### config.mk
export PLATFORM = sky130hd
export DESIGN_NAME = ao_subsystem
export DESIGN_NICKNAME = d
export VERILOG_FILES = /design/src/logic/ao_bus_pkg.sv /design/src/logic/ao_power_pkg.sv /design/src/logic/power_domain_seq.sv /design/src/logic/power_manager.sv /design/src/logic/gpio_ao.sv /design/src/logic/fast_intr_ctrl.sv /design/src/logic/ao_reg_demux.sv /design/src/logic/ao_subsystem.sv
export VERILOG_INCLUDE_DIRS = /design/src /design/src/logic
export SDC_FILE = /design/constraint.sdc
export NUM_CORES = 1
export LEC_CHECK = 0
export BUFFER_PORTS_ARGS = -buffer_cell sky130_fd_sc_hd__buf_4
export CAP_MARGIN = 20
export CORE_AREA = 5 5 106 108
export CTS_BUF_LIST = sky130_fd_sc_hd__clkbuf_4 sky130_fd_sc_hd__clkbuf_8 sky130_fd_sc_hd__clkbuf_16
export DETAILED_ROUTE_END_ITERATION = 10
export DIE_AREA = 0 0 111 113
export PLACE_DENSITY = 0.7
export SLEW_MARGIN = 10
export SYNTH_ARGS = -nofsm -noshare
export SYNTH_HDL_FRONTEND = slang
export SYNTH_SLANG_ARGS = --single-unit
export TNS_END_PERCENT = 100
### constraint.sdc
create_clock -name clk_i -period 2.2 [get_ports clk_i]
set_clock_uncertainty 0.05 [all_clocks]
set_input_delay 0.22 -clock clk_i [delete_from_list [all_inputs] [get_ports clk_i]]
set_output_delay 0.22 -clock clk_i [all_outputs]
set_load 0.03 [all_outputs]
### src/logic/ao_config.svh
// always-on subsystem constants
// widths, counts and register map of the three register blocks
`ifndef AO_CONFIG_SVH
`define AO_CONFIG_SVH

`define AO_NUM_GPIO       8
`define AO_NUM_BANKS      2
// domain 0 is cpu, 1 is peripheral, 2 and up are memory banks
`define AO_NUM_DOMAINS    4
`define AO_NUM_EXT_FAST   2
// gpio interrupts in the low bits, external lines above them
`define AO_NUM_FAST_INTR  10
`define AO_ADDR_W         8
`define AO_DATA_W         32

// block 0, power manager
`define AO_PWR_OFF_REQ    8'h00
`define AO_PWR_STATUS     8'h04
`define AO_BANK_RETENTIVE 8'h08
// block 1, gpio
`define AO_GPIO_OUT         8'h40
`define AO_GPIO_OE          8'h44
`define AO_GPIO_IN          8'h48
`define AO_GPIO_INTR_EN     8'h4C
`define AO_GPIO_INTR_STATUS 8'h50
// block 2, fast interrupts
`define AO_FAST_PENDING   8'h80
`define AO_FAST_ENABLE    8'h84

`endif

### src/logic/ao_bus_pkg.sv
// register bus types for the always-on subsystem
// level valid strobe, response in the same cycle

`include "ao_config.svh"

package ao_bus_pkg;

  typedef struct packed {
    logic [1:0] block;
    logic [3:0] word;
    logic [1:0] byte_off;
  } reg_addr_t;

  typedef struct packed {
    logic                  valid;
    logic                  write;
    reg_addr_t             addr;
    logic [`AO_DATA_W-1:0] wdata;
  } reg_req_t;

  typedef struct packed {
    logic [`AO_DATA_W-1:0] rdata;
    logic                  error;
  } reg_rsp_t;

endpackage

### src/logic/ao_power_pkg.sv
// power control types
// pad-side control of one domain and the sequencer states

package ao_power_pkg;

  // all fields active low
  typedef struct packed {
    logic pwrgate_en_n;
    logic isogate_en_n;
    logic rst_n;
    logic clkgate_en_n;
  } pwr_ctrl_out_t;

  typedef enum logic [3:0] {
    ON,
    GATE_CLK,
    ISOLATE,
    HOLD_RST,
    SWITCH_OFF,
    OFF,
    SWITCH_ON,
    RELEASE_RST,
    RELEASE_ISO
  } pwr_seq_state_t;

endpackage

### src/logic/power_domain_seq.sv
`timescale 1ns/1ns
// power sequencer for one domain
// gates clock, isolates, resets and switches off, then undoes it in reverse

module power_domain_seq (
  input  logic                        clk_i,
  input  logic                        rst_n_i,
  input  logic                        off_req_i,
  input  logic                        ack_n_i,
  output ao_power_pkg::pwr_ctrl_out_t ctrl_o,
  output logic                        is_on_o
);

  ao_power_pkg::pwr_seq_state_t state_q;
  ao_power_pkg::pwr_seq_state_t state_d;

  always_comb begin
    state_d = state_q;
    case (state_q)
      ao_power_pkg::ON: begin
        if (off_req_i) begin
          state_d = ao_power_pkg::GATE_CLK;
        end
      end
      ao_power_pkg::GATE_CLK:    state_d = ao_power_pkg::ISOLATE;
      ao_power_pkg::ISOLATE:     state_d = ao_power_pkg::HOLD_RST;
      ao_power_pkg::HOLD_RST:    state_d = ao_power_pkg::SWITCH_OFF;
      ao_power_pkg::SWITCH_OFF: begin
        // switch cell reports off
        if (!ack_n_i) begin
          state_d = ao_power_pkg::OFF;
        end
      end
      ao_power_pkg::OFF: begin
        if (!off_req_i) begin
          state_d = ao_power_pkg::SWITCH_ON;
        end
      end
      ao_power_pkg::SWITCH_ON: begin
        if (ack_n_i) begin
          state_d = ao_power_pkg::RELEASE_RST;
        end
      end
      ao_power_pkg::RELEASE_RST: state_d = ao_power_pkg::RELEASE_ISO;
      ao_power_pkg::RELEASE_ISO: state_d = ao_power_pkg::ON;
      default:                   state_d = ao_power_pkg::ON;
    endcase
  end

  always_ff @(posedge clk_i) begin
    if (!rst_n_i) begin
      state_q <= ao_power_pkg::ON;
    end else begin
      state_q <= state_d;
    end
  end

  // clock runs only when fully on
  assign ctrl_o.clkgate_en_n = (state_q == ao_power_pkg::ON);
  assign ctrl_o.isogate_en_n = state_q inside {ao_power_pkg::ON, ao_power_pkg::GATE_CLK,
                                               ao_power_pkg::RELEASE_ISO};
  assign ctrl_o.rst_n        = state_q inside {ao_power_pkg::ON, ao_power_pkg::GATE_CLK,
                                               ao_power_pkg::ISOLATE, ao_power_pkg::RELEASE_RST,
                                               ao_power_pkg::RELEASE_ISO};
  assign ctrl_o.pwrgate_en_n = !(state_q inside {ao_power_pkg::SWITCH_OFF, ao_power_pkg::OFF});
  assign is_on_o             = (state_q == ao_power_pkg::ON);

endmodule

### src/logic/power_manager.sv
`timescale 1ns/1ns
// power manager, off requests and bank retention registers
// one sequencer per domain, cpu domain woken by the fast interrupt

`include "ao_config.svh"

module power_manager (
  input  logic                                                clk_i,
  input  logic                                                rst_n_i,
  input  ao_bus_pkg::reg_req_t                                req_i,
  output ao_bus_pkg::reg_rsp_t                                rsp_o,
  input  logic                                                core_sleep_i,
  input  logic                                                wake_i,
  input  logic [`AO_NUM_DOMAINS-1:0]                          pwrgate_ack_ni,
  output ao_power_pkg::pwr_ctrl_out_t [`AO_NUM_DOMAINS-1:0]   pwr_ctrl_o,
  output logic [`AO_NUM_BANKS-1:0]                            bank_retentive_no
);

  logic [`AO_ADDR_W-1:0]      word_addr;
  logic                       hit;
  logic                       wr_en;
  logic [`AO_NUM_DOMAINS-1:0] off_req_q;
  logic [`AO_NUM_DOMAINS-1:0] dom_off_req;
  logic [`AO_NUM_DOMAINS-1:0] dom_on;
  logic [`AO_NUM_BANKS-1:0]   retentive_q;

  assign word_addr = {req_i.addr.block, req_i.addr.word, 2'b00};
  assign wr_en     = req_i.valid && req_i.write;

  always_comb begin
    rsp_o.rdata = '0;
    hit         = 1'b1;
    case (word_addr)
      `AO_PWR_OFF_REQ:    rsp_o.rdata[`AO_NUM_DOMAINS-1:0] = off_req_q;
      `AO_PWR_STATUS:     rsp_o.rdata[`AO_NUM_DOMAINS-1:0] = dom_on;
      `AO_BANK_RETENTIVE: rsp_o.rdata[`AO_NUM_BANKS-1:0]   = retentive_q;
      default:            hit = 1'b0;
    endcase
    rsp_o.error = !hit;
  end

  always_ff @(posedge clk_i) begin
    if (!rst_n_i) begin
      off_req_q   <= '0;
      retentive_q <= '0;
    end else if (wr_en) begin
      if (word_addr == `AO_PWR_OFF_REQ) begin
        off_req_q <= req_i.wdata[`AO_NUM_DOMAINS-1:0];
      end
      if (word_addr == `AO_BANK_RETENTIVE) begin
        retentive_q <= req_i.wdata[`AO_NUM_BANKS-1:0];
      end
    end
  end

  // cpu goes down only while the core sleeps and nothing is pending
  always_comb begin
    dom_off_req    = off_req_q;
    dom_off_req[0] = off_req_q[0] & core_sleep_i & ~wake_i;
  end

  for (genvar d = 0; d < `AO_NUM_DOMAINS; d++) begin : g_domain
    power_domain_seq power_domain_seq_i (
      .clk_i,
      .rst_n_i,
      .off_req_i(dom_off_req[d]),
      .ack_n_i  (pwrgate_ack_ni[d]),
      .ctrl_o   (pwr_ctrl_o[d]),
      .is_on_o  (dom_on[d])
    );
  end

  assign bank_retentive_no = ~retentive_q;

endmodule

### src/logic/gpio_ao.sv
`timescale 1ns/1ns
// always-on gpio, output and enable registers
// two-flop input sync and rising edge interrupts with write-1 clear

`include "ao_config.svh"

module gpio_ao (
  input  logic                     clk_i,
  input  logic                     rst_n_i,
  input  ao_bus_pkg::reg_req_t     req_i,
  output ao_bus_pkg::reg_rsp_t     rsp_o,
  input  logic [`AO_NUM_GPIO-1:0]  gpio_i,
  output logic [`AO_NUM_GPIO-1:0]  gpio_o,
  output logic [`AO_NUM_GPIO-1:0]  gpio_oe_o,
  output logic [`AO_NUM_GPIO-1:0]  intr_o
);

  logic [`AO_ADDR_W-1:0]   word_addr;
  logic                    hit;
  logic                    wr_en;
  logic [`AO_NUM_GPIO-1:0] out_q;
  logic [`AO_NUM_GPIO-1:0] oe_q;
  logic [`AO_NUM_GPIO-1:0] intr_en_q;
  logic [`AO_NUM_GPIO-1:0] status_q;
  logic [`AO_NUM_GPIO-1:0] sync1_q;
  logic [`AO_NUM_GPIO-1:0] sync2_q;
  logic [`AO_NUM_GPIO-1:0] prev_q;
  logic [`AO_NUM_GPIO-1:0] status_clr;
  logic [`AO_NUM_GPIO-1:0] rise;

  assign word_addr = {req_i.addr.block, req_i.addr.word, 2'b00};
  assign wr_en     = req_i.valid && req_i.write;

  always_comb begin
    rsp_o.rdata = '0;
    hit         = 1'b1;
    case (word_addr)
      `AO_GPIO_OUT:         rsp_o.rdata[`AO_NUM_GPIO-1:0] = out_q;
      `AO_GPIO_OE:          rsp_o.rdata[`AO_NUM_GPIO-1:0] = oe_q;
      `AO_GPIO_IN:          rsp_o.rdata[`AO_NUM_GPIO-1:0] = sync2_q;
      `AO_GPIO_INTR_EN:     rsp_o.rdata[`AO_NUM_GPIO-1:0] = intr_en_q;
      `AO_GPIO_INTR_STATUS: rsp_o.rdata[`AO_NUM_GPIO-1:0] = status_q;
      default:              hit = 1'b0;
    endcase
    rsp_o.error = !hit;
  end

  assign rise       = sync2_q & ~prev_q & intr_en_q;
  assign status_clr = (wr_en && word_addr == `AO_GPIO_INTR_STATUS) ?
                      req_i.wdata[`AO_NUM_GPIO-1:0] : '0;

  always_ff @(posedge clk_i) begin
    if (!rst_n_i) begin
      out_q     <= '0;
      oe_q      <= '0;
      intr_en_q <= '0;
      status_q  <= '0;
      sync1_q   <= '0;
      sync2_q   <= '0;
      prev_q    <= '0;
    end else begin
      sync1_q  <= gpio_i;
      sync2_q  <= sync1_q;
      prev_q   <= sync2_q;
      // a new edge wins over a clear in the same cycle
      status_q <= (status_q & ~status_clr) | rise;
      if (wr_en && word_addr == `AO_GPIO_OUT) begin
        out_q <= req_i.wdata[`AO_NUM_GPIO-1:0];
      end
      if (wr_en && word_addr == `AO_GPIO_OE) begin
        oe_q <= req_i.wdata[`AO_NUM_GPIO-1:0];
      end
      if (wr_en && word_addr == `AO_GPIO_INTR_EN) begin
        intr_en_q <= req_i.wdata[`AO_NUM_GPIO-1:0];
      end
    end
  end

  assign gpio_o    = out_q;
  assign gpio_oe_o = oe_q;
  assign intr_o    = status_q;

endmodule

### src/logic/fast_intr_ctrl.sv
`timescale 1ns/1ns
// fast interrupt controller
// level sources set pending bits, enabled pending bits raise irq

`include "ao_config.svh"

module fast_intr_ctrl (
  input  logic                         clk_i,
  input  logic                         rst_n_i,
  input  ao_bus_pkg::reg_req_t         req_i,
  output ao_bus_pkg::reg_rsp_t         rsp_o,
  input  logic [`AO_NUM_FAST_INTR-1:0] src_i,
  output logic                         irq_o
);

  logic [`AO_ADDR_W-1:0]        word_addr;
  logic                         hit;
  logic                         wr_en;
  logic [`AO_NUM_FAST_INTR-1:0] pending_q;
  logic [`AO_NUM_FAST_INTR-1:0] enable_q;
  logic [`AO_NUM_FAST_INTR-1:0] pending_clr;

  assign word_addr = {req_i.addr.block, req_i.addr.word, 2'b00};
  assign wr_en     = req_i.valid && req_i.write;

  always_comb begin
    rsp_o.rdata = '0;
    hit         = 1'b1;
    case (word_addr)
      `AO_FAST_PENDING: rsp_o.rdata[`AO_NUM_FAST_INTR-1:0] = pending_q;
      `AO_FAST_ENABLE:  rsp_o.rdata[`AO_NUM_FAST_INTR-1:0] = enable_q;
      default:          hit = 1'b0;
    endcase
    rsp_o.error = !hit;
  end

  assign pending_clr = (wr_en && word_addr == `AO_FAST_PENDING) ?
                       req_i.wdata[`AO_NUM_FAST_INTR-1:0] : '0;

  always_ff @(posedge clk_i) begin
    if (!rst_n_i) begin
      pending_q <= '0;
      enable_q  <= '0;
    end else begin
      // a source still high sets its bit again
      pending_q <= (pending_q & ~pending_clr) | src_i;
      if (wr_en && word_addr == `AO_FAST_ENABLE) begin
        enable_q <= req_i.wdata[`AO_NUM_FAST_INTR-1:0];
      end
    end
  end

  assign irq_o = |(pending_q & enable_q);

endmodule

### src/logic/ao_reg_demux.sv
`timescale 1ns/1ns
// register bus demux for the always-on blocks
// block select steers valid, unmapped block answers with error

module ao_reg_demux (
  input  ao_bus_pkg::reg_req_t req_i,
  output ao_bus_pkg::reg_rsp_t rsp_o,
  output ao_bus_pkg::reg_req_t pwr_req_o,
  output ao_bus_pkg::reg_req_t gpio_req_o,
  output ao_bus_pkg::reg_req_t intr_req_o,
  input  ao_bus_pkg::reg_rsp_t pwr_rsp_i,
  input  ao_bus_pkg::reg_rsp_t gpio_rsp_i,
  input  ao_bus_pkg::reg_rsp_t intr_rsp_i
);

  always_comb begin
    pwr_req_o        = req_i;
    gpio_req_o       = req_i;
    intr_req_o       = req_i;
    pwr_req_o.valid  = req_i.valid && (req_i.addr.block == 2'd0);
    gpio_req_o.valid = req_i.valid && (req_i.addr.block == 2'd1);
    intr_req_o.valid = req_i.valid && (req_i.addr.block == 2'd2);
  end

  always_comb begin
    case (req_i.addr.block)
      2'd0: rsp_o = pwr_rsp_i;
      2'd1: rsp_o = gpio_rsp_i;
      2'd2: rsp_o = intr_rsp_i;
      default: begin
        // nothing mapped in block 3
        rsp_o.rdata = '0;
        rsp_o.error = 1'b1;
      end
    endcase
  end

endmodule

### src/logic/ao_subsystem.sv
`timescale 1ns/1ns
// always-on subsystem top level
// register demux, power manager, gpio and fast interrupt controller

`include "ao_config.svh"

module ao_subsystem (
  input  logic                                              clk_i,
  input  logic                                              rst_n_i,
  input  ao_bus_pkg::reg_req_t                              reg_req_i,
  output ao_bus_pkg::reg_rsp_t                              reg_rsp_o,
  input  logic [`AO_NUM_GPIO-1:0]                           gpio_i,
  output logic [`AO_NUM_GPIO-1:0]                           gpio_o,
  output logic [`AO_NUM_GPIO-1:0]                           gpio_oe_o,
  input  logic [`AO_NUM_EXT_FAST-1:0]                       ext_fast_intr_i,
  input  logic                                              core_sleep_i,
  output logic                                              irq_o,
  input  logic [`AO_NUM_DOMAINS-1:0]                        pwrgate_ack_ni,
  output ao_power_pkg::pwr_ctrl_out_t [`AO_NUM_DOMAINS-1:0] pwr_ctrl_o,
  output logic [`AO_NUM_BANKS-1:0]                          bank_retentive_no
);

  ao_bus_pkg::reg_req_t         pwr_req;
  ao_bus_pkg::reg_rsp_t         pwr_rsp;
  ao_bus_pkg::reg_req_t         gpio_req;
  ao_bus_pkg::reg_rsp_t         gpio_rsp;
  ao_bus_pkg::reg_req_t         intr_req;
  ao_bus_pkg::reg_rsp_t         intr_rsp;
  logic [`AO_NUM_GPIO-1:0]      gpio_intr;
  logic [`AO_NUM_FAST_INTR-1:0] fast_src;

  // external lines above the gpio interrupts
  assign fast_src = {ext_fast_intr_i, gpio_intr};

  ao_reg_demux ao_reg_demux_i (
    .req_i     (reg_req_i),
    .rsp_o     (reg_rsp_o),
    .pwr_req_o (pwr_req),
    .gpio_req_o(gpio_req),
    .intr_req_o(intr_req),
    .pwr_rsp_i (pwr_rsp),
    .gpio_rsp_i(gpio_rsp),
    .intr_rsp_i(intr_rsp)
  );

  power_manager power_manager_i (
    .clk_i,
    .rst_n_i,
    .req_i            (pwr_req),
    .rsp_o            (pwr_rsp),
    .core_sleep_i,
    .wake_i           (irq_o),
    .pwrgate_ack_ni,
    .pwr_ctrl_o,
    .bank_retentive_no
  );

  gpio_ao gpio_ao_i (
    .clk_i,
    .rst_n_i,
    .req_i    (gpio_req),
    .rsp_o    (gpio_rsp),
    .gpio_i,
    .gpio_o,
    .gpio_oe_o,
    .intr_o   (gpio_intr)
  );

  fast_intr_ctrl fast_intr_ctrl_i (
    .clk_i,
    .rst_n_i,
    .req_i(intr_req),
    .rsp_o(intr_rsp),
    .src_i(fast_src),
    .irq_o
  );

endmodule

==> results of run 1 <==
## sequential cells by signal (all words and copies together), names as in the netlist
signal                                               flops
fast_intr_ctrl_i.enable_q                               10
fast_intr_ctrl_i.pending_q                              10
gpio_ao_i.gpio_o                                         8
gpio_ao_i.gpio_oe_o                                      8
gpio_ao_i.intr_en_q                                      8
gpio_ao_i.intr_o                                         8
gpio_ao_i.prev_q                                         8
gpio_ao_i.sync1_q                                        8
gpio_ao_i.sync2_q                                        8
power_manager_i.g_domain.power_domain_seq_i.state_q     16
power_manager_i.off_req_q                                4
power_manager_i.retentive_q                              2
## stage by stage
step	instance area (um2)	power (W)	cells	setup WS, ps
5_1_grt	5730	0.00346	724	0.907
3_3_place_gp	5440	0.00211	703	129
4_1_cts	5680	0.00334	721	68.1
2_1_floorplan	4840	0.00203	524	91.3
3_5_place_dp	5440	0.00211	703	82.5
6_report	5730	0.00332	724	80.9
## per-layer routing
metal	wire length (um)	global-route usage	up-vias
met2	5400	0.288	100
met4	116	0.0476	0
met3	652	0.0455	10
met1	5530	0.256	1815
met5	0	0	-
li1	-	-	1905
## timing repair
action / 4_1_cts / 5_1_grt
hold buffers: 2 / 3
setup buffers: 0 / 0
resized for setup: 1 / 2
hold endpoints to repair: 2 / 3
endpoints found under the setup margin: 1 / 2
## cells by family after synthesis
kind of cell	share of synthesized area
AOI/OAI and AO/OA	0.143
xor gates and xnor gates	0.0129
adders and majority gates	0.00632
buffers and inverters	0.0766
DFF	0.413
muxes	0.100
other	0.000789
and+or+nand+nor	0.247
## worst paths after layout
| path | start | end | slack [ps] | cells past startpoint |
|---|---|---|---|---|
| min reg2reg | gpio_ao_i.sync1_q[4]$_SDFF_PN0_ | gpio_ao_i.sync2_q[4]$_SDFF_PN0_ | 390 | 1 |
| max | reg_req_i[34] | reg_rsp_o[4] | 80 | 6 |
| max reg2reg | fast_intr_ctrl_i.pending_q[8]$_SDFF_PN0_ | flip-flop | 640 | 4 |
| min | ext_fast_intr_i[0] | fast_intr_ctrl_i.pending_q[8]$_SDFF_PN0_ | 10 | 2 |
## layout make-up
class | instances | area, um2 | area share
clock buffer | 10 | 138 | 0.0240
sequential | 98 | 1960 | 0.342
inverter | 5 | 18.8 | 0.00328
clock inverter | 6 | 81.3 | 0.0142
multi-input combinational | 362 | 2540 | 0.444
timing repair buffer | 107 | 816 | 0.142
tap | 136 | 170 | 0.0297
## report_power, final
part           leakage, nW  total [W]  switching (W)  internal (W)
registers            0.794    0.00181      0.0000107       0.00179
logic                 1.34   0.000278       0.000173      0.000105
clock network        0.111    0.00124       0.000659      0.000581
## worst reg2reg max path: stages, from the launching register on
cell and delay, ps:
dfxtp_1 340, a22o_1 250, a221oi_1 420, nand3_1 150, a22o_1 250
## cell usage in the layout, fill, tap and decap left out, drive strengths merged, types with 17 or more instances in the layout
cell | synthesis | routed
conb | 1 | 22
buf | 36 | 102
o21a | 18 | 18
dfxtp | 98 | 98
nand3 | 27 | 27
and2 | 28 | 28
nor2b | 44 | 44
nor2 | 17 | 17
a21boi | 18 | 18
mux2i | 43 | 43
==> metrics, run 1 <==
status finished clean; count leader, synth dfxtp_1; Critical Path AT 1850 ps; Critical path buffers and inverters 2; Hold Fails Final Rpt 0; worst slew pin tran 526 ps; Min Hold Slack 14.2 ps; crit-path most repeated cell buf_4; Skew-Pair Late Insertion Delay 360 ps; drc violations 0; CTS Buf Count 9; DR iter-0 viols 346; CTS tree yes; die height 113 um; total gr overflow 0; DR vias/cell 5.29; die area 12,500 um2; crit path time final 2120 ps; initial core utilization 0.469; Total GRT Usage 0.184; max cap viols 0; Post-DP HPWL 8.55 mm; worst slew margin relative to its limit 0.646; type of origin of the critical path input pin; Worst Path Required 1930 ps; maximum root-to-sink buffer count 2; total wire length 11.7 mm; Vias 3,830; Filler cells 914; crit path max fanout 13; post-synthesis sequential area ratio 0.413; CTS Sinks 98; Leak 2.24 nW; # rows 37; Main synth FF type dfxtp_1; post-layout util 0.565; number of global-route vias before repair 3,642; final slew viol count 0; DR WL/cell 16.2 um; synth cell count leaders dfxtp_1 (98), nor2b_1 (44), mux2i_1 (43), and2_1 (28), buf_4 (28); share of cells above drive strength 1 0.230; initial antenna violation count 0; antenna-violating nets left 0; final setup fails 0; Mapped Area 4750 um2; Distinct cells, synth 52; first-pass GRT wire length 19.0 mm; area grow syn2layout 20.6%; cell taking the most area after synthesis dfxtp_1; GP Congestion 0.848; top post-synthesis cells by area dfxtp_1 (41%), mux2i_1 (9.1%), nor2b_1 (5.8%), buf_4 (4.4%), and2_1 (3.7%); EDFF count, synth 0; Mapped Cells 503; Synth top area share 0.413; io pins 127; setup tns final 0 ps; FF+latch count, synth 98; drt pass-1 iters 4; clk slew on worst S/H paths 100 ps; Core ar. 10,100 um2; I/O Buffers 80; Hold WC Path Type in -> reg; n_diodes 0; Avg Inst Size Synth 9.44 um2; Crit. End Element primary output; asr flop ratio synth 0; Crit path max-delay family simple AND/OR/NAND/NOR gates; CTS Root Cell clkbuf_8; Crit Path Class in -> out; max frequency 0.472 GHz; fin crit share 0.963; CTS H-tree lvls 3; Yosys warnings 0; CP cell instances buf_4 > or4b_4 > nor2_1 > a22oi_1 > a32oi_2 > buf_4; Die Wd 111 um; fin nets 642; pin count of the biggest net entering global routing 49; CP max stage delay 560 ps; unrepaired setup endpoints after global routing false; PwrDens 580 nW/um2; critical path's slowest cell or4b_4; VDD IR max 0.493 mV
No activity file was read; power rests on OpenSTA's default activity.
==> run 2: changes to the inputs <==
- PLACE_DENSITY: 0.7 -> 0.73
==> run 2 against run 1 <==
Flip-flop and latch count is the same. Non-clock buffer count grew 8. Via count increased by 4.3%. Routed wire length increased by 3.7%. First-iteration DRC count fell by 3.2%. Cell area increased by 1.3%. Critical path depth decreased by 2. Global-route usage rose by 0.83 points. Clock power hardly changed.
==> metrics, run 2 (same netlist as run 1, synthesis figures left out) <==
final slew viol count 0; worst slew pin tran 554 ps; Die Wd 111 um; crit path time final 2110 ps; GRT met2 Usage 0.305; Crit. End Element primary output; VDD IR max 0.414 mV; unrepaired setup endpoints after global routing false; drc violations 0; CTS Root Cell clkbuf_8; n_diodes 0; CTS tree yes; drt pass-1 iters 5; GRT met3 Usage 0.0433; Leak 2.28 nW; total gr overflow 0; GRT met1 Usage 0.261; I/O Buffers 80; Most flops, register power_manager_i.g_domain.power_domain_seq_i.state_q; fin crit share 0.957; io pins 127; Hold Fails Final Rpt 0; most frequent cells in the layout buf_4 (105), dfxtp_1 (98), nor2b_1 (44); # rows 37; pin count of the biggest net entering global routing 32; number of global-route vias before repair 3,821; worst slew margin relative to its limit 0.631; Skew-Pair Late Insertion Delay 370 ps; clk slew on worst S/H paths 100 ps; Crit Path Class reg -> out; maximum root-to-sink buffer count 2; setup tns final 0 ps; Top Usage Layer GRT met2; die area 12,500 um2; CTS H-tree lvls 3; initial core utilization 0.469; Hold WC Path Type in -> reg; Vias 3,994; R2R cell count 4; Total GRT Usage 0.193; CTS Sinks 98; type of origin of the critical path flip-flop; first-pass GRT wire length 19.6 mm; max frequency 0.475 GHz; crit path max fanout 10; PwrDens 576 nW/um2; initial antenna violation count 0; final setup fails 0; Core ar. 10,100 um2; fin nets 650; DR iter-0 viols 335; DR vias/cell 5.46; die height 113 um; share of cells above drive strength 1 0.232; DR WL/cell 16.6 um; area grow syn2layout 22.2%; antenna-violating nets left 0; GP Congestion 0.897; Post-DP HPWL 8.97 mm; status finished clean; post-layout util 0.573; commonest non-fill, non-tap cell in the layout buf_4; RR Startpoint fast_intr_ctrl_i.pending_q[8]$_SDFF_PN0_; Reg2Reg Setup Slack 560 ps; largest registers power_manager_i.g_domain.power_domain_seq_i.state_q x16, fast_intr_ctrl_i.enable_q x10, fast_intr_ctrl_i.pending_q x10; max FFs per register 16; end point of the critical path reg_rsp_o[4]; CTS Buf Count 9; Critical Path AT 1840 ps; total wire length 12.1 mm; max cap viols 0; Worst Path Required 1930 ps
-- run 2: changes by cell type in the layout (fill, tap and decap cells not counted) --
| cell | delta |
|---|---|
| clkbuf_8 | -1 |
| clkinvlp_4 | +1 |
| inv_6 | -2 |
| clkinv_8 | +1 |
| inv_8 | +1 |
| buf_4 | +3 |
| dlygate4sd3_1 | +5 |
-- run 2: where the power goes --
part / switching (W) / internal (W)
logic: 0.000172 / 0.000113
clock network: 0.000694 / 0.000558
registers: 0.0000112 / 0.00180
total: 0.000877 / 0.00247
-- run 2: metrics by stage --
stage / total power, W / instance area, um2 / cells / hold slack, ps / worst slack [ps]
final: 0.00334 / 5810 / 732 / 69.6 / 93.9
after global routing: 0.00348 / 5810 / 732 / 98.8 / 5.11
after CTS: 0.00337 / 5790 / 731 / 62.0 / 20.5
after detailed placement: 0.00212 / 5450 / 705 / 369 / 134
after global placement: 0.00211 / 5450 / 705 / 364 / 154
after floorplan: 0.00203 / 4840 / 524 / 294 / 91.3
-- run 2: worst max-delay path, cell delays in order (launching register included) --
cell and delay (ps):
dfxtp_1 420, nor4_2 480, a22oi_1 160, a32oi_2 230, buf_4 200
-- run 2: metal layers --
| layer | routed length [um] | up-vias |
|---|---|---|
| met4 | 310 | 0 |
| met5 | 0 | - |
| met2 | 5550 | 157 |
| met1 | 5290 | 1889 |
| li1 | - | 1926 |
| met3 | 981 | 22 |
-- run 2: layout make-up --
| cell class | instances | area [um2] |
|---|---|---|
| clock buffer | 9 | 124 |
| tap | 136 | 170 |
| clock inverter | 7 | 98.8 |
| timing repair buffer | 115 | 888 |
| fill | 897 | 4330 |
| sequential | 98 | 1960 |
| multi-input combinational | 362 | 2540 |
| inverter | 5 | 18.8 |
-- run 2: timing repair --
action                                  4_1_cts  5_1_grt
hold endpoints to repair                     10        0
hold buffers                                 10        0
pin swaps                                     0        1
gates cloned                                  0        0
setup buffers                                 0        1
gates resized for setup                       2        1
endpoints found under the setup margin        2        1
-- run 2: how the worst min path moves through the flow --
stage | end | start | slack [ps] | cells after the start
after floorplan | fast_intr_ctrl_i.pending_q[8]$_SDFF_PN0_ | ext_fast_intr_i[0] | 290 | 1
after global placement | gpio_ao_i.sync2_q[5]$_SDFF_PN0_ | gpio_ao_i.sync1_q[5]$_SDFF_PN0_ | 360 | 1
after detailed placement | gpio_ao_i.sync2_q[7]$_SDFF_PN0_ | gpio_ao_i.sync1_q[7]$_SDFF_PN0_ | 370 | 1
after CTS | fast_intr_ctrl_i.enable_q[8]$_SDFFE_PN0P_ | reg_req_i[8] | 60 | 3
after global routing | fast_intr_ctrl_i.enable_q[8]$_SDFFE_PN0P_ | reg_req_i[8] | 100 | 3
final | fast_intr_ctrl_i.enable_q[8]$_SDFFE_PN0P_ | reg_req_i[8] | 70 | 3
==> run 3: changes to the inputs <==
==> constraint.sdc (replaced) <==
create_clock -name clk_i -period 2.2 [get_ports clk_i]
set_clock_uncertainty 0.05 [all_clocks]
set_input_delay 0.11 -clock clk_i [delete_from_list [all_inputs] [get_ports clk_i]]
set_output_delay 0.11 -clock clk_i [all_outputs]
set_load 0.03 [all_outputs]
==> run 3 against run 2 <==
Maximum frequency rose by 4.7%. Non-clock buffer count is 6 lower. Sequential share of layout area grew 0.50 points.
==> metrics, run 3 (same netlist as run 1, synthesis figures left out) <==
commonest non-fill, non-tap cell in the layout dfxtp_1; RR Startpoint fast_intr_ctrl_i.pending_q[8]$_SDFF_PN0_; clk slew on worst S/H paths 90 ps; CTS tree yes; critical path's slowest cell dfxtp_1; worst slew pin tran 578 ps; beginning of the worst hold path reg_req_i[4]; unrepaired setup endpoints after global routing false; Post-DP HPWL 8.53 mm; crit path max fanout 9; DR iter-0 viols 253; Crit Path Class reg -> out; GRT met3 Usage 0.0358; post-route cell area 5720 um2; CTS Buf Count 9; area post-placement 5400 um2; R2R cell count 4; CP cell instances nor4_4 > mux2i_1 > a2bb2oi_1 > o211ai_1 > buf_4; Reg2Reg Setup Slack 650 ps; area grow syn2layout 20.4%; CTS H-tree lvls 3; GRT met2 Usage 0.293; initial core utilization 0.469; fin nets 644; worst hold endpoint fast_intr_ctrl_i.enable_q[4]$_SDFFE_PN0P_; maximum root-to-sink buffer count 2; drt pass-1 iters 5; GRT met1 Usage 0.230; fin crit share 0.914; die area 12,500 um2; Hold WC Path Type in -> reg; Worst Path Required 2040 ps; initial antenna violation count 0; I/O Buffers 80; pin count of the biggest net entering global routing 46; Top Usage Layer GRT met2; largest registers power_manager_i.g_domain.power_domain_seq_i.state_q x16, fast_intr_ctrl_i.enable_q x10, fast_intr_ctrl_i.pending_q x10; DR vias/cell 5.40; Post-Place Cells 697; Filler cells 913; Final WS setup 189 ps; total gr overflow 0; CTS Root Cell clkbuf_8; type of origin of the critical path flip-flop; Total GRT Usage 0.179; max cap viols 0; worst slew margin relative to its limit 0.611; PwrDens 548 nW/um2; first-pass GRT wire length 18.5 mm; CTS Sinks 98; status finished clean; # rows 37; share of cells above drive strength 1 0.215; final slew viol count 0; Critical Path AT 1850 ps; GP Congestion 0.930; CP max stage delay 410 ps; n_diodes 0; max FFs per register 16; Skew-Pair Late Insertion Delay 360 ps; total wire length 11.7 mm; antenna-violating nets left 0; Die Wd 111 um; setup tns final 0 ps; Core ar. 10,100 um2; most frequent cells in the layout dfxtp_1 (98), buf_4 (95), nor2b_1 (44); final setup fails 0; die height 113 um; crit path time final 2010 ps; Crit. End Element primary output; Vias 3,920; WHS Path Cells 3; Setup WS pre-CTS 357 ps; VDD IR max 0.389 mV; Layout Cells excl Fill 726; drc violations 0; DR WL/cell 16.1 um; Leak 2.22 nW; Hold Fails Final Rpt 0; number of global-route vias before repair 3,752; io pins 127; max frequency 0.497 GHz; Most flops, register power_manager_i.g_domain.power_domain_seq_i.state_q
==> run 3: cell types whose count changed in the layout (fill, tap and decap cells not counted), moves of 2 or more <==
cell	before	now
buf_4	105	95
dlygate4sd3_1	10	13
clkinv_8	2	0
clkinvlp_4	1	3
==> run 3: cell type report <==
| class | instances | area [um2] | share of cell area |
|---|---|---|---|
| timing repair buffer | 109 | 863 | 0.151 |
| tap | 136 | 170 | 0.0297 |
| clock inverter | 7 | 53.8 | 0.00940 |
| inverter | 5 | 18.8 | 0.00328 |
| multi-input combinational | 362 | 2530 | 0.442 |
| clock buffer | 9 | 124 | 0.0216 |
| sequential | 98 | 1960 | 0.343 |
==> run 3: layer usage <==
| metal | vias up | wire length [um] | share of wire |
|---|---|---|---|
| li1 | 1901 | - | - |
| met1 | 1842 | 5160 | 0.44 |
| met2 | 148 | 5420 | 0.46 |
| met3 | 29 | 780 | 0.067 |
| met4 | 0 | 297 | 0.025 |
| met5 | - | 0 | 0 |
==> run 3: worst max-delay path: cells and delay by family, from the launching register on <==
family / cells / cell delay, ps
DFF: 1 / 410
AOI/OAI and AO/OA: 2 / 390
and+or+nand+nor: 1 / 350
buffers and inverters: 1 / 220
muxes: 1 / 130
==> run 3: how the worst max path moves through the flow <==
stage / start / to / slack [ps]
3_3_place_gp: reg_req_i[35] / reg_rsp_o[4] / 340
2_1_floorplan: reg_req_i[37] / reg_rsp_o[4] / 130
5_1_grt: flip-flop / reg_rsp_o[3] / 70
6_report: flip-flop / reg_rsp_o[3] / 190
3_5_place_dp: reg_req_i[35] / reg_rsp_o[4] / 360
4_1_cts: flip-flop / reg_rsp_o[3] / 5
==> run 3: power breakdown <==
part           total, W  switching, W  internal [W]  leakage [nW]
Sequential      0.00181     0.0000114       0.00179         0.794
Clock           0.00104      0.000628      0.000416        0.0818
Combinational  0.000284      0.000172      0.000112          1.34
Total           0.00313      0.000811       0.00232          2.22
==> run 3: through the flow <==
step                      utilization  hold slack [ps]  power [W]
after floorplan                     -              184    0.00203
after global placement          0.533              267    0.00210
after detailed placement        0.533              272    0.00211
after CTS                       0.563             14.2    0.00315
after global routing            0.564             35.9    0.00325
final                           0.564             25.3    0.00313
==> run 3: timing repair <==
item / 4_1_cts / 5_1_grt
endpoints found under the setup margin: 0 / 1
gates resized for setup: 0 / 2
buffers inserted: 0 / 0
endpoints found under the hold margin: 13 / 0
hold buffers: 13 / 0
